$ cat src/source/frontend_pkg.sv
package frontend_pkg;

	// Bus and instruction widths
	localparam int W_ADDR = 32;
	localparam int W_DATA = 32;
	localparam int W_HALF = 16;

	// Two entries are enough to keep fetch at full rate while decode stalls
	localparam int FIFO_DEPTH = 2;

	// First fetch address after reset, word aligned
	localparam logic [W_ADDR-1:0] RESET_VECTOR = 32'h0000_0040;

	// One instruction word, read either as a 32-bit format or as a compressed format
	// The compressed register fields overlap, so the wide fields are split into a
	// high part and the 3-bit short field that sits in their low bits
	typedef union packed {
		struct packed {
			logic [6:0] funct7;
			logic [4:0] rs2;
			logic [4:0] rs1;
			logic [2:0] funct3;
			logic [4:0] rd;
			logic [4:0] opcode;
			logic [1:0] size;
		} full;
		struct packed {
			logic [15:0] upper;
			logic [2:0]  funct3;
			logic        imm_b12;
			logic [1:0]  rd_rs1_hi;
			logic [2:0]  rs1_short;
			logic [1:0]  rs2_hi;
			logic [2:0]  rs2_short;
			logic [1:0]  quadrant;
		} comp;
	} instr_word_t;

endpackage

$ cat src/source/fetch_request.sv
module fetch_request (
	input  logic                            clk,
	input  logic                            rst_n,
	output logic [frontend_pkg::W_ADDR-1:0] mem_addr,
	output logic                            mem_addr_vld,
	input  logic                            mem_addr_rdy,
	input  logic                            mem_data_vld,
	input  logic [frontend_pkg::W_ADDR-1:0] jump_target,
	input  logic                            jump_target_vld,
	output logic                            jump_target_rdy,
	input  logic                            queue_full,
	input  logic                            queue_almost_full,
	output logic                            jump_now,
	output logic                            resp_live,
	output logic [1:0]                      resp_hwvld
);
	import frontend_pkg::*;

	// Next word address to request, running ahead of the PC
	logic [W_ADDR-1:0] fetch_addr;
	logic              reset_holdoff;
	logic              addr_hold;
	logic              addr_req;
	logic              addr_accept;
	logic              fetch_stall;
	logic [1:0]        pending;
	logic [1:0]        pending_after_resp;
	logic [1:0]        flush_pending;
	// Halfword masks for the address phase and for each outstanding data phase
	logic [1:0]        aph_hwvld;
	logic [1:0]        req_hwvld;
	logic [1:0]        pend_hwvld [2];

	// A held address must not change, so jumps wait until it is accepted
	assign jump_target_rdy = !addr_hold;
	assign jump_now        = jump_target_vld && jump_target_rdy;

	// Registered counts only, so there is no path from the bus ready to the request
	assign fetch_stall = queue_full || (queue_almost_full && |pending) || pending[1];

	// ------------------------------------------------------------------
	// Address phase

	always_comb begin
		mem_addr = fetch_addr;
		addr_req = 1'b0;
		if (addr_hold) begin
			addr_req = 1'b1;
		end else if (jump_target_vld) begin
			// The jump target goes out this cycle unless two responses are still due
			mem_addr = {jump_target[W_ADDR-1:2], 2'b00};
			addr_req = !pending[1];
		end else begin
			addr_req = !fetch_stall;
		end
	end

	assign mem_addr_vld = addr_req && !reset_holdoff;
	assign addr_accept  = mem_addr_vld && mem_addr_rdy;

	// A jump to an odd halfword has no valid low halfword in its first word
	assign req_hwvld = jump_now ? {1'b1, !jump_target[1]} : aph_hwvld;

	// ------------------------------------------------------------------
	// Response tracking

	assign pending_after_resp = pending - {1'b0, mem_data_vld};
	assign resp_live          = mem_data_vld && (flush_pending == 2'd0);
	// Responses come back in order, so the oldest mask belongs to the bus word
	assign resp_hwvld         = pend_hwvld[0];

	always_ff @(posedge clk or negedge rst_n) begin
		if (!rst_n) begin
			reset_holdoff <= 1'b1;
			addr_hold     <= 1'b0;
			fetch_addr    <= RESET_VECTOR;
			pending       <= 2'd0;
			flush_pending <= 2'd0;
			aph_hwvld     <= 2'b11;
			pend_hwvld[0] <= 2'b11;
			pend_hwvld[1] <= 2'b11;
		end else begin
			reset_holdoff <= 1'b0;
			addr_hold     <= mem_addr_vld && !mem_addr_rdy;
			pending       <= pending_after_resp + {1'b0, addr_accept};

			// Step past the jump target when it was already accepted
			if (jump_now) begin
				fetch_addr <= {jump_target[W_ADDR-1:2] + {{(W_ADDR-3){1'b0}}, addr_accept}, 2'b00};
			end else if (addr_accept) begin
				fetch_addr <= fetch_addr + 4;
			end

			// Everything still in flight at a jump belongs to the old path
			if (jump_now) begin
				flush_pending <= pending_after_resp;
			end else if (mem_data_vld && flush_pending != 2'd0) begin
				flush_pending <= flush_pending - 2'd1;
			end

			if (addr_accept) begin
				aph_hwvld <= 2'b11;
			end else if (jump_now) begin
				aph_hwvld <= {1'b1, !jump_target[1]};
			end

			// Retire the oldest mask, then append the accepted request behind the rest
			if (mem_data_vld) begin
				pend_hwvld[0] <= pend_hwvld[1];
			end
			if (addr_accept) begin
				pend_hwvld[pending_after_resp[0]] <= req_hwvld;
			end
		end
	end

	// The bus never carries more than two responses for us
	assert property (@(posedge clk) disable iff (!rst_n) pending != 2'd3);

	// The memory only answers requests that it accepted earlier
	assert property (@(posedge clk) disable iff (!rst_n) !(mem_data_vld && pending == 2'd0));

	// Only responses that are actually outstanding can be waiting to be dropped
	assert property (@(posedge clk) disable iff (!rst_n) flush_pending <= pending);

endmodule

$ cat src/source/prefetch_queue.sv
module prefetch_queue (
	input  logic                            clk,
	input  logic                            rst_n,
	input  logic [frontend_pkg::W_DATA-1:0] mem_data,
	input  logic                            mem_data_err,
	input  logic                            resp_live,
	input  logic [1:0]                      resp_hwvld,
	input  logic                            jump_now,
	input  logic                            cir_take,
	output logic [frontend_pkg::W_DATA-1:0] fetch_data,
	output logic [1:0]                      fetch_hwvld,
	output logic                            fetch_err,
	output logic                            fetch_vld,
	output logic                            queue_full,
	output logic                            queue_almost_full
);
	import frontend_pkg::*;

	// Entry 0 is the head, and an entry is valid when any halfword in it is
	logic [W_DATA-1:0]     q_data      [FIFO_DEPTH];
	logic [FIFO_DEPTH-1:0] q_err;
	logic [1:0]            q_hwvld     [FIFO_DEPTH];
	logic [FIFO_DEPTH-1:0] q_valid;
	// What each entry sees one place further up the queue
	logic [W_DATA-1:0]     above_data  [FIFO_DEPTH];
	logic [FIFO_DEPTH-1:0] above_err;
	logic [1:0]            above_hwvld [FIFO_DEPTH];
	logic [FIFO_DEPTH-1:0] above_valid;
	logic [FIFO_DEPTH-1:0] below_valid;
	logic [FIFO_DEPTH-1:0] shift_in;
	logic [FIFO_DEPTH-1:0] load_bus;
	logic                  empty;
	logic                  push;
	logic                  pop;

	always_comb begin
		for (int i = 0; i < FIFO_DEPTH; i++) begin
			q_valid[i] = |q_hwvld[i];
		end
		for (int i = 0; i < FIFO_DEPTH - 1; i++) begin
			above_data[i]  = q_data[i+1];
			above_err[i]   = q_err[i+1];
			above_hwvld[i] = q_hwvld[i+1];
		end
		// Nothing sits above the top entry, so it only ever loads from the bus
		above_data[FIFO_DEPTH-1]  = mem_data;
		above_err[FIFO_DEPTH-1]   = mem_data_err;
		above_hwvld[FIFO_DEPTH-1] = resp_hwvld;
	end

	assign above_valid = {1'b0, q_valid[FIFO_DEPTH-1:1]};
	assign below_valid = {q_valid[FIFO_DEPTH-2:0], 1'b1};

	assign empty             = !q_valid[0];
	assign queue_full        = q_valid[FIFO_DEPTH-1];
	assign queue_almost_full = q_valid[FIFO_DEPTH-2];

	// A response that goes straight into cir is not stored as well
	assign push = resp_live && !(cir_take && empty);
	assign pop  = cir_take && !empty;

	// On a pop the new word lands in the last valid entry, otherwise in the first free one
	always_comb begin
		for (int i = 0; i < FIFO_DEPTH; i++) begin
			shift_in[i] = pop && above_valid[i];
			load_bus[i] = push && !shift_in[i] &&
				(pop ? q_valid[i] : (!q_valid[i] && below_valid[i]));
		end
	end

	always_ff @(posedge clk or negedge rst_n) begin
		if (!rst_n) begin
			for (int i = 0; i < FIFO_DEPTH; i++) begin
				q_hwvld[i] <= 2'b00;
			end
		end else begin
			for (int i = 0; i < FIFO_DEPTH; i++) begin
				if (jump_now) begin
					q_hwvld[i] <= 2'b00;
				end else if (shift_in[i]) begin
					q_hwvld[i] <= above_hwvld[i];
				end else if (load_bus[i]) begin
					q_hwvld[i] <= resp_hwvld;
				end else if (pop && q_valid[i]) begin
					q_hwvld[i] <= 2'b00;
				end
			end
		end
	end

	always_ff @(posedge clk) begin
		for (int i = 0; i < FIFO_DEPTH; i++) begin
			if (shift_in[i]) begin
				q_data[i] <= above_data[i];
				q_err[i]  <= above_err[i];
			end else if (load_bus[i]) begin
				q_data[i] <= mem_data;
				q_err[i]  <= mem_data_err;
			end
		end
	end

	// Head entry, or the bus itself when nothing is queued
	assign fetch_data  = empty ? mem_data : q_data[0];
	assign fetch_hwvld = empty ? resp_hwvld : q_hwvld[0];
	assign fetch_err   = empty ? mem_data_err : q_err[0];
	assign fetch_vld   = !empty || resp_live;

	// Valid entries always form a run from the head, so q_valid is a thermometer code
	assert property (@(posedge clk) disable iff (!rst_n) ((q_valid + 1'b1) & q_valid) == '0);

endmodule

$ cat src/source/instr_aligner.sv
module instr_aligner (
	input  logic                            clk,
	input  logic                            rst_n,
	input  logic [frontend_pkg::W_DATA-1:0] fetch_data,
	input  logic [1:0]                      fetch_hwvld,
	input  logic                            fetch_err,
	input  logic                            fetch_vld,
	input  logic [1:0]                      cir_use,
	input  logic                            jump_now,
	output logic [31:0]                     cir,
	output logic [1:0]                      cir_vld,
	output logic [1:0]                      cir_err,
	output logic                            cir_take,
	output frontend_pkg::instr_word_t       next_instr
);
	import frontend_pkg::*;

	// Number of valid halfwords across cir and the spare halfword above it
	logic [1:0]          level;
	logic [1:0]          level_no_fetch;
	logic [1:0]          fill;
	logic [1:0]          level_next;
	logic [W_HALF-1:0]   hwbuf;
	// One error flag per halfword of {hwbuf, cir}
	logic [2:0]          err_q;
	logic [2:0]          err_shifted;
	logic [2:0]          err_next;
	logic [2*W_HALF-1:0] fetch_aligned;
	logic [3*W_HALF-1:0] data_shifted;
	logic [3*W_HALF-1:0] data_next;

	// With only the high halfword valid, it is moved down into the low slot
	assign fetch_aligned = {
		fetch_data[W_HALF +: W_HALF],
		fetch_hwvld[0] ? fetch_data[0 +: W_HALF] : fetch_data[W_HALF +: W_HALF]
	};

	// ------------------------------------------------------------------
	// Shift out what decode consumed

	always_comb begin
		if (cir_use[1]) begin
			data_shifted = {hwbuf, cir[W_HALF +: W_HALF], hwbuf};
			err_shifted  = err_q >> 2;
		end else if (cir_use[0]) begin
			data_shifted = {hwbuf, hwbuf, cir[W_HALF +: W_HALF]};
			err_shifted  = err_q >> 1;
		end else begin
			data_shifted = {hwbuf, cir};
			err_shifted  = err_q;
		end
	end

	assign level_no_fetch = level - cir_use;

	// A half word needs one free slot and a full word needs two
	assign cir_take = level_no_fetch <= (&fetch_hwvld ? 2'd1 : 2'd2);

	// ------------------------------------------------------------------
	// Overlay the fetch word at the first free halfword

	always_comb begin
		data_next = data_shifted;
		err_next  = err_shifted;
		if (cir_take) begin
			case (level_no_fetch)
				2'd2: begin
					data_next = {fetch_aligned[0 +: W_HALF], data_shifted[0 +: 2*W_HALF]};
					err_next  = {fetch_err, err_shifted[1:0]};
				end
				2'd1: begin
					data_next = {fetch_aligned, data_shifted[0 +: W_HALF]};
					err_next  = {{2{fetch_err}}, err_shifted[0]};
				end
				default: begin
					data_next = {data_shifted[2*W_HALF +: W_HALF], fetch_aligned};
					err_next  = {err_shifted[2], {2{fetch_err}}};
				end
			endcase
		end
	end

	assign fill = (cir_take && fetch_vld) ? (&fetch_hwvld ? 2'd2 : 2'd1) : 2'd0;
	assign level_next = jump_now ? 2'd0 : level_no_fetch + fill;

	always_ff @(posedge clk or negedge rst_n) begin
		if (!rst_n) begin
			level   <= 2'd0;
			cir_vld <= 2'd0;
			err_q   <= 3'b000;
		end else begin
			level   <= level_next;
			// A third halfword waits in hwbuf and is not shown to decode yet
			cir_vld <= level_next & ~(level_next >> 1);
			err_q   <= err_next;
		end
	end

	always_ff @(posedge clk) begin
		{hwbuf, cir} <= data_next;
	end

	assign cir_err    = err_q[1:0];
	assign next_instr = data_next[2*W_HALF-1:0];

	// Decode may only take halfwords that were offered in the same cycle
	assert property (@(posedge clk) disable iff (!rst_n) cir_use <= cir_vld);

	// The refill never needs more than the three halfword slots
	assert property (@(posedge clk) disable iff (!rst_n)
		({1'b0, level_no_fetch} + {1'b0, fill}) <= 3'd3);

endmodule

$ cat src/source/reg_predecode.sv
module reg_predecode (
	input  logic                      clk,
	input  logic                      rst_n,
	input  frontend_pkg::instr_word_t next_instr,
	output logic [4:0]                predecode_rs1,
	output logic [4:0]                predecode_rs2
);

	// Combinational register numbers for the word that enters cir next
	logic [4:0] rs1_next;
	logic [4:0] rs2_next;

	// Coarse rule, so a field is picked even when the instruction ignores it
	always_comb begin
		case (next_instr.comp.quadrant)
			2'b11: begin
				rs1_next = next_instr.full.rs1;
				rs2_next = next_instr.full.rs2;
			end
			2'b00: begin
				// Stack pointer based forms use x2
				rs1_next = next_instr.comp.funct3[0] ? {2'b01, next_instr.comp.rs1_short} : 5'd2;
				rs2_next = {2'b01, next_instr.comp.rs2_short};
			end
			2'b01: begin
				rs1_next = next_instr.comp.funct3[2] ? {2'b01, next_instr.comp.rs1_short} :
					{next_instr.comp.rd_rs1_hi, next_instr.comp.rs1_short};
				rs2_next = {2'b01, next_instr.comp.rs2_short};
			end
			default: begin
				rs1_next = next_instr.comp.funct3[1] ? 5'd2 :
					{next_instr.comp.rd_rs1_hi, next_instr.comp.rs1_short};
				rs2_next = {next_instr.comp.rs2_hi, next_instr.comp.rs2_short};
			end
		endcase
	end

	// Registered so the numbers line up with cir
	always_ff @(posedge clk or negedge rst_n) begin
		if (!rst_n) begin
			predecode_rs1 <= 5'd0;
			predecode_rs2 <= 5'd0;
		end else begin
			predecode_rs1 <= rs1_next;
			predecode_rs2 <= rs2_next;
		end
	end

endmodule

$ cat src/source/fetch_frontend.sv
module fetch_frontend (
	input  logic                            clk,
	input  logic                            rst_n,
	output logic [frontend_pkg::W_ADDR-1:0] mem_addr,
	output logic                            mem_addr_vld,
	input  logic                            mem_addr_rdy,
	input  logic [frontend_pkg::W_DATA-1:0] mem_data,
	input  logic                            mem_data_err,
	input  logic                            mem_data_vld,
	input  logic [frontend_pkg::W_ADDR-1:0] jump_target,
	input  logic                            jump_target_vld,
	output logic                            jump_target_rdy,
	output logic [31:0]                     cir,
	output logic [1:0]                      cir_vld,
	input  logic [1:0]                      cir_use,
	output logic [1:0]                      cir_err,
	output logic [4:0]                      predecode_rs1,
	output logic [4:0]                      predecode_rs2
);
	import frontend_pkg::*;

	// Request unit to queue and aligner
	logic              jump_now;
	logic              resp_live;
	logic [1:0]        resp_hwvld;

	// Queue head, or the bus when the queue is empty
	logic [W_DATA-1:0] fetch_data;
	logic [1:0]        fetch_hwvld;
	logic              fetch_err;
	logic              fetch_vld;
	logic              queue_full;
	logic              queue_almost_full;

	// Aligner back to queue and predecoder
	logic              cir_take;
	instr_word_t       next_instr;

	fetch_request u_fetch_request (
		.clk               (clk),
		.rst_n             (rst_n),
		.mem_addr          (mem_addr),
		.mem_addr_vld      (mem_addr_vld),
		.mem_addr_rdy      (mem_addr_rdy),
		.mem_data_vld      (mem_data_vld),
		.jump_target       (jump_target),
		.jump_target_vld   (jump_target_vld),
		.jump_target_rdy   (jump_target_rdy),
		.queue_full        (queue_full),
		.queue_almost_full (queue_almost_full),
		.jump_now          (jump_now),
		.resp_live         (resp_live),
		.resp_hwvld        (resp_hwvld)
	);

	prefetch_queue u_prefetch_queue (
		.clk               (clk),
		.rst_n             (rst_n),
		.mem_data          (mem_data),
		.mem_data_err      (mem_data_err),
		.resp_live         (resp_live),
		.resp_hwvld        (resp_hwvld),
		.jump_now          (jump_now),
		.cir_take          (cir_take),
		.fetch_data        (fetch_data),
		.fetch_hwvld       (fetch_hwvld),
		.fetch_err         (fetch_err),
		.fetch_vld         (fetch_vld),
		.queue_full        (queue_full),
		.queue_almost_full (queue_almost_full)
	);

	instr_aligner u_instr_aligner (
		.clk         (clk),
		.rst_n       (rst_n),
		.fetch_data  (fetch_data),
		.fetch_hwvld (fetch_hwvld),
		.fetch_err   (fetch_err),
		.fetch_vld   (fetch_vld),
		.cir_use     (cir_use),
		.jump_now    (jump_now),
		.cir         (cir),
		.cir_vld     (cir_vld),
		.cir_err     (cir_err),
		.cir_take    (cir_take),
		.next_instr  (next_instr)
	);

	reg_predecode u_reg_predecode (
		.clk           (clk),
		.rst_n         (rst_n),
		.next_instr    (next_instr),
		.predecode_rs1 (predecode_rs1),
		.predecode_rs2 (predecode_rs2)
	);

endmodule

$ cat config.mk
export PLATFORM = sky130hd
export DESIGN_NAME = fetch_frontend
export DESIGN_NICKNAME = d
export VERILOG_FILES = /design/src/source/frontend_pkg.sv /design/src/source/fetch_request.sv /design/src/source/prefetch_queue.sv /design/src/source/instr_aligner.sv /design/src/source/reg_predecode.sv /design/src/source/fetch_frontend.sv
export SDC_FILE = /design/constraint.sdc
export NUM_CORES = 1
export LEC_CHECK = 0
export BUFFER_PORTS_ARGS = -buffer_cell sky130_fd_sc_hd__buf_2
export CAP_MARGIN = 20
export CORE_MARGIN = 1.5
export CORE_UTILIZATION = 40
export DETAILED_ROUTE_END_ITERATION = 16
export HOLD_SLACK_MARGIN = 0.08
export PLACE_DENSITY = 0.58
export SLEW_MARGIN = 0
export SYNTH_ARGS = -nofsm -noshare
export SYNTH_HDL_FRONTEND = slang
export SYNTH_SLANG_ARGS = --single-unit
$ cat constraint.sdc
create_clock -name clk -period 15.54 [get_ports clk]
set_input_delay 3.108 -clock clk [delete_from_list [all_inputs] [get_ports clk]]
set_output_delay 3.108 -clock clk [all_outputs]
set_load 0.01 [all_outputs]
==> results.md <==
- Status: finished clean
- Clk root buf: clkbuf_16
- Critical setup path kind: input pin to output port
- Clock skew: 11.3 ps
- Leakage: approximately 4.6 nW
- Number of port buffers: 148
- Max Clk Rate: 133 MHz
- Yosys cell types: 72
- Synth Flop Type: edfxtp_1
- Core area: 23400 µm²
- Via count: 7336
- Area growth, synth to finish: 16.6%
- Vias in the first global route: between 6000 and 7000
- Post_cts resized: 0
- Max-cap violations: 0
- Die Area: 24800 µm²
- Mapped Area: 9530 µm²
- Pin count of the biggest net entering global routing: 74
- Crit path capture type: output port
- Die Y: 157 µm
- Class of the tightest hold or removal check: flip-flop to flip-flop
- Final Cell Area: 11100 µm²
- DRC Markers: 0
- Relative slew margins: 0.316
- RD Place Congestion: roughly 0.84
- Layout cell share with drive strength beyond 1: 0.248
- Max VDD drop: approximately 0.00016 V
- TritonRoute pass-1 iters: 5
- Synth async-reset ratio: 0.352
- Fin crit period: about 7500 ps
- Max-slew violation count: 0
- Cell family with most CP delay: simple AND/OR/NAND/NOR gates
- Critical Path RT: 12430 ps
- First-pass GRT wire length: 38300 µm
- CP max stage delay: around 730 ps
- Final setup violating endpoints: 0
- Slew at the pin with the worst max-slew slack: 1020 ps
- I/O pin count: 152
- Tot GR Track Use: 0.201
- Vias per cell: 5.28
- Slowest CP cell: nand2_2
- GRT overflow: 0
- Synth Register Bits: 176
- Worst path arrival time: 4410 ps
- Post-CTS Setup Bufs: 0
- Startpoint types: input pin
- Clk_lat worst skew: 430 ps
- Final setup TNS: 0 ps
- Drt total wl: 24400 µm
- Layout Nets: 1139
- Clock sink total: ~180
- Final Hold Fails: 0
- P per Cell Area: 223 nW/µm²
- WHS: 492 ps
- Leading area contributor after synthesis: edfxtp_1
- DR iter-0 viols: 527
- Longest Clk Path Bufs: 2
- Largest cells by area after synthesis: edfxtp_1 26%, dfrtp_1 14%, mux2i_1 7.5%
- H-tree Lvls: 4
- Total CTS buffers: 17
- Area post-placement: 10500 µm²
- Fin crit share: 0.484
- Register area share after synthesis: 0.490
- Crit path buf inv count: 2
- Cts hold-fix bufs: 0
- Die X: 157 µm
- Largest fanout on the critical path: 55
- CTS tree: done
- Synthesis Warnings: 0
- Cell Chain, Critical Path: buf_2 -> nand2_2 -> nand2_1 -> nand2_1 -> buf_2
- RSZ-0062 raised after global routing: false
- DR WL/cell: 17.5 µm
- Syn Area/Cell: 10.3 µm²
- Remaining antenna violation count: 0
- Syn Inst Count: just over 900
- Initial antenna violation count: 1
- Yosys top cell area share: 0.258
- Initial core utilization: 0.407
- CTS clk-pin slew, worst paths: 70 ps
- Final design utilization: 0.475
- Std-Cell Rows: 56
- HPWL Detailed: 16800 µm
- Post-synth EDFFs: 82
## cells by family after synthesis
| group | share of synthesized area |
|---|---|
| and+or+nand+nor | 0.157 |
| AOI/OAI and AO/OA | 0.125 |
| DFF | 0.490 |
| muxes | 0.123 |
| buffers and inverters | 0.0351 |
| xor gates and xnor gates | 0.0533 |
| adders and majority gates | 0.0158 |
| other | 0.000394 |
## metrics by stage
stage,setup WS (ps),std cells,power (mW)
after floorplan,7780,931,1.68
after global placement,7980,1355,2.04
after detailed placement,8000,1355,2.06
after CTS,8000,1387,2.49
after global routing,7860,1387,2.66
final,8020,1389,2.48
## registers in the layout (all words and copies together) (netlist names), 2 cells and up
name	flops
u_prefetch_queue.above_hwvld	2
u_instr_aligner.hwbuf	16
u_prefetch_queue.q_data	64
u_fetch_request.resp_hwvld	2
u_fetch_request.aph_hwvld	2
u_fetch_request.pend_hwvld	2
u_instr_aligner.cir	32
u_prefetch_queue.q_err	2
u_reg_predecode.predecode_rs1	5
u_prefetch_queue.q_hwvld	2
u_fetch_request.flush_pending	2
u_instr_aligner.cir_vld	2
u_fetch_request.pending	2
u_instr_aligner.err_q	3
u_reg_predecode.predecode_rs2	5
u_fetch_request.fetch_addr	30
## area by class of cell
cell class	instances	area, µm²
Fill cell	2264	12300
Multi-Input combinational cell	682	4560
Antenna cell	2	5.00
Tap cell	319	399
Clock inverter	12	115
Inverter	19	71.3
Sequential cell	176	4660
Timing Repair Buffer	159	823
Clock buffer	20	469
## final timing paths
| path | start | endpoint | slack (ps) | depth (start not counted) |
|---|---|---|---|---|
| setup reg to reg | u_instr_aligner.cir_vld[1]$_DFF_PN0_ | u_reg_predecode.predecode_rs2[0]$_DFF_PN0_ | 11330 | 11 |
| min in group asynchronous | rst_n | u_fetch_request.fetch_addr[8]$_DFFE_PN0P_ | 2860 | 2 |
| max in group asynchronous | rst_n | u_prefetch_queue.q_hwvld[3]$_DFFE_PN0P_ | 12110 | 2 |
| hold / removal | u_fetch_request.pend_hwvld[1]$_DFFE_PN1P_ | u_fetch_request.pend_hwvld[1]$_DFFE_PN1P_ | 490 | 2 |
| setup / recovery | jump_target_vld | mem_addr[5] | 8020 | 5 |
| hold reg to reg | u_fetch_request.pend_hwvld[1]$_DFFE_PN1P_ | u_fetch_request.pend_hwvld[1]$_DFFE_PN1P_ | 490 | 2 |
## Yosys cell counts, drive strengths merged (9+ instances only)
library cell	number
nand2b	9
nor2	51
nor2b	20
o22a	16
edfxtp	82
xor2	32
mux2	41
nand2	157
ha	12
nand3	25
o21ai	44
dfxtp	32
o22ai	36
xnor2	26
and3	10
nor3	18
mux2i	71
clkbuf	25
dfrtp	54
buf	29
inv	18
nand4	10
a21oi	34
## per-layer routing
metal | global-route usage | wire length (µm) | vias to the layer above
met5 | 0 | 0 | -
met4 | 0.0485 | 216 | 0
met3 | 0.0303 | 1020 | 17
met2 | 0.299 | 10800 | 158
met1 | 0.304 | 12300 | 3556
li1 | - | - | 3605
## layout by cell type, fill, tap and decap left out, drive strengths merged, types with 3 or more instances in the layout
master,n
nand3,25
nand2b,9
a21o,4
nor2b,20
and4,5
ha,12
clkbuf,20
o21a,4
nor4,4
mux2i,71
xnor2,26
nor2,51
xor2,32
o21bai,3
o2bb2ai,3
clkinv,4
dfstp,8
dfxtp,32
and3,10
nor3,18
a211oi,8
o22ai,36
nand2,157
mux2,41
a21oi,34
or2,3
o31ai,4
inv,27
dfrtp,54
o22a,16
o32ai,4
o21ai,44
and2,3
buf,159
conb,3
edfxtp,82
nand4,10
## worst reg2reg max path, stage by stage (launching register included)
cell      delay (ps)
dfrtp_1          390
xor2_1           150
xnor2_1          320
inv_1            130
ha_1             410
nand2b_1         790
nand2_1          150
nor2_2           750
o22a_2           430
inv_2             90
nand2_1          150
mux2_2           350
## power by group
group	leakage [nW]	switching, mW	internal [mW]
clock network	0.294	0.200	0.227
registers	1.76	0.103	0.696
logic	2.57	0.774	0.481
(Power assumes the default switching activity.)
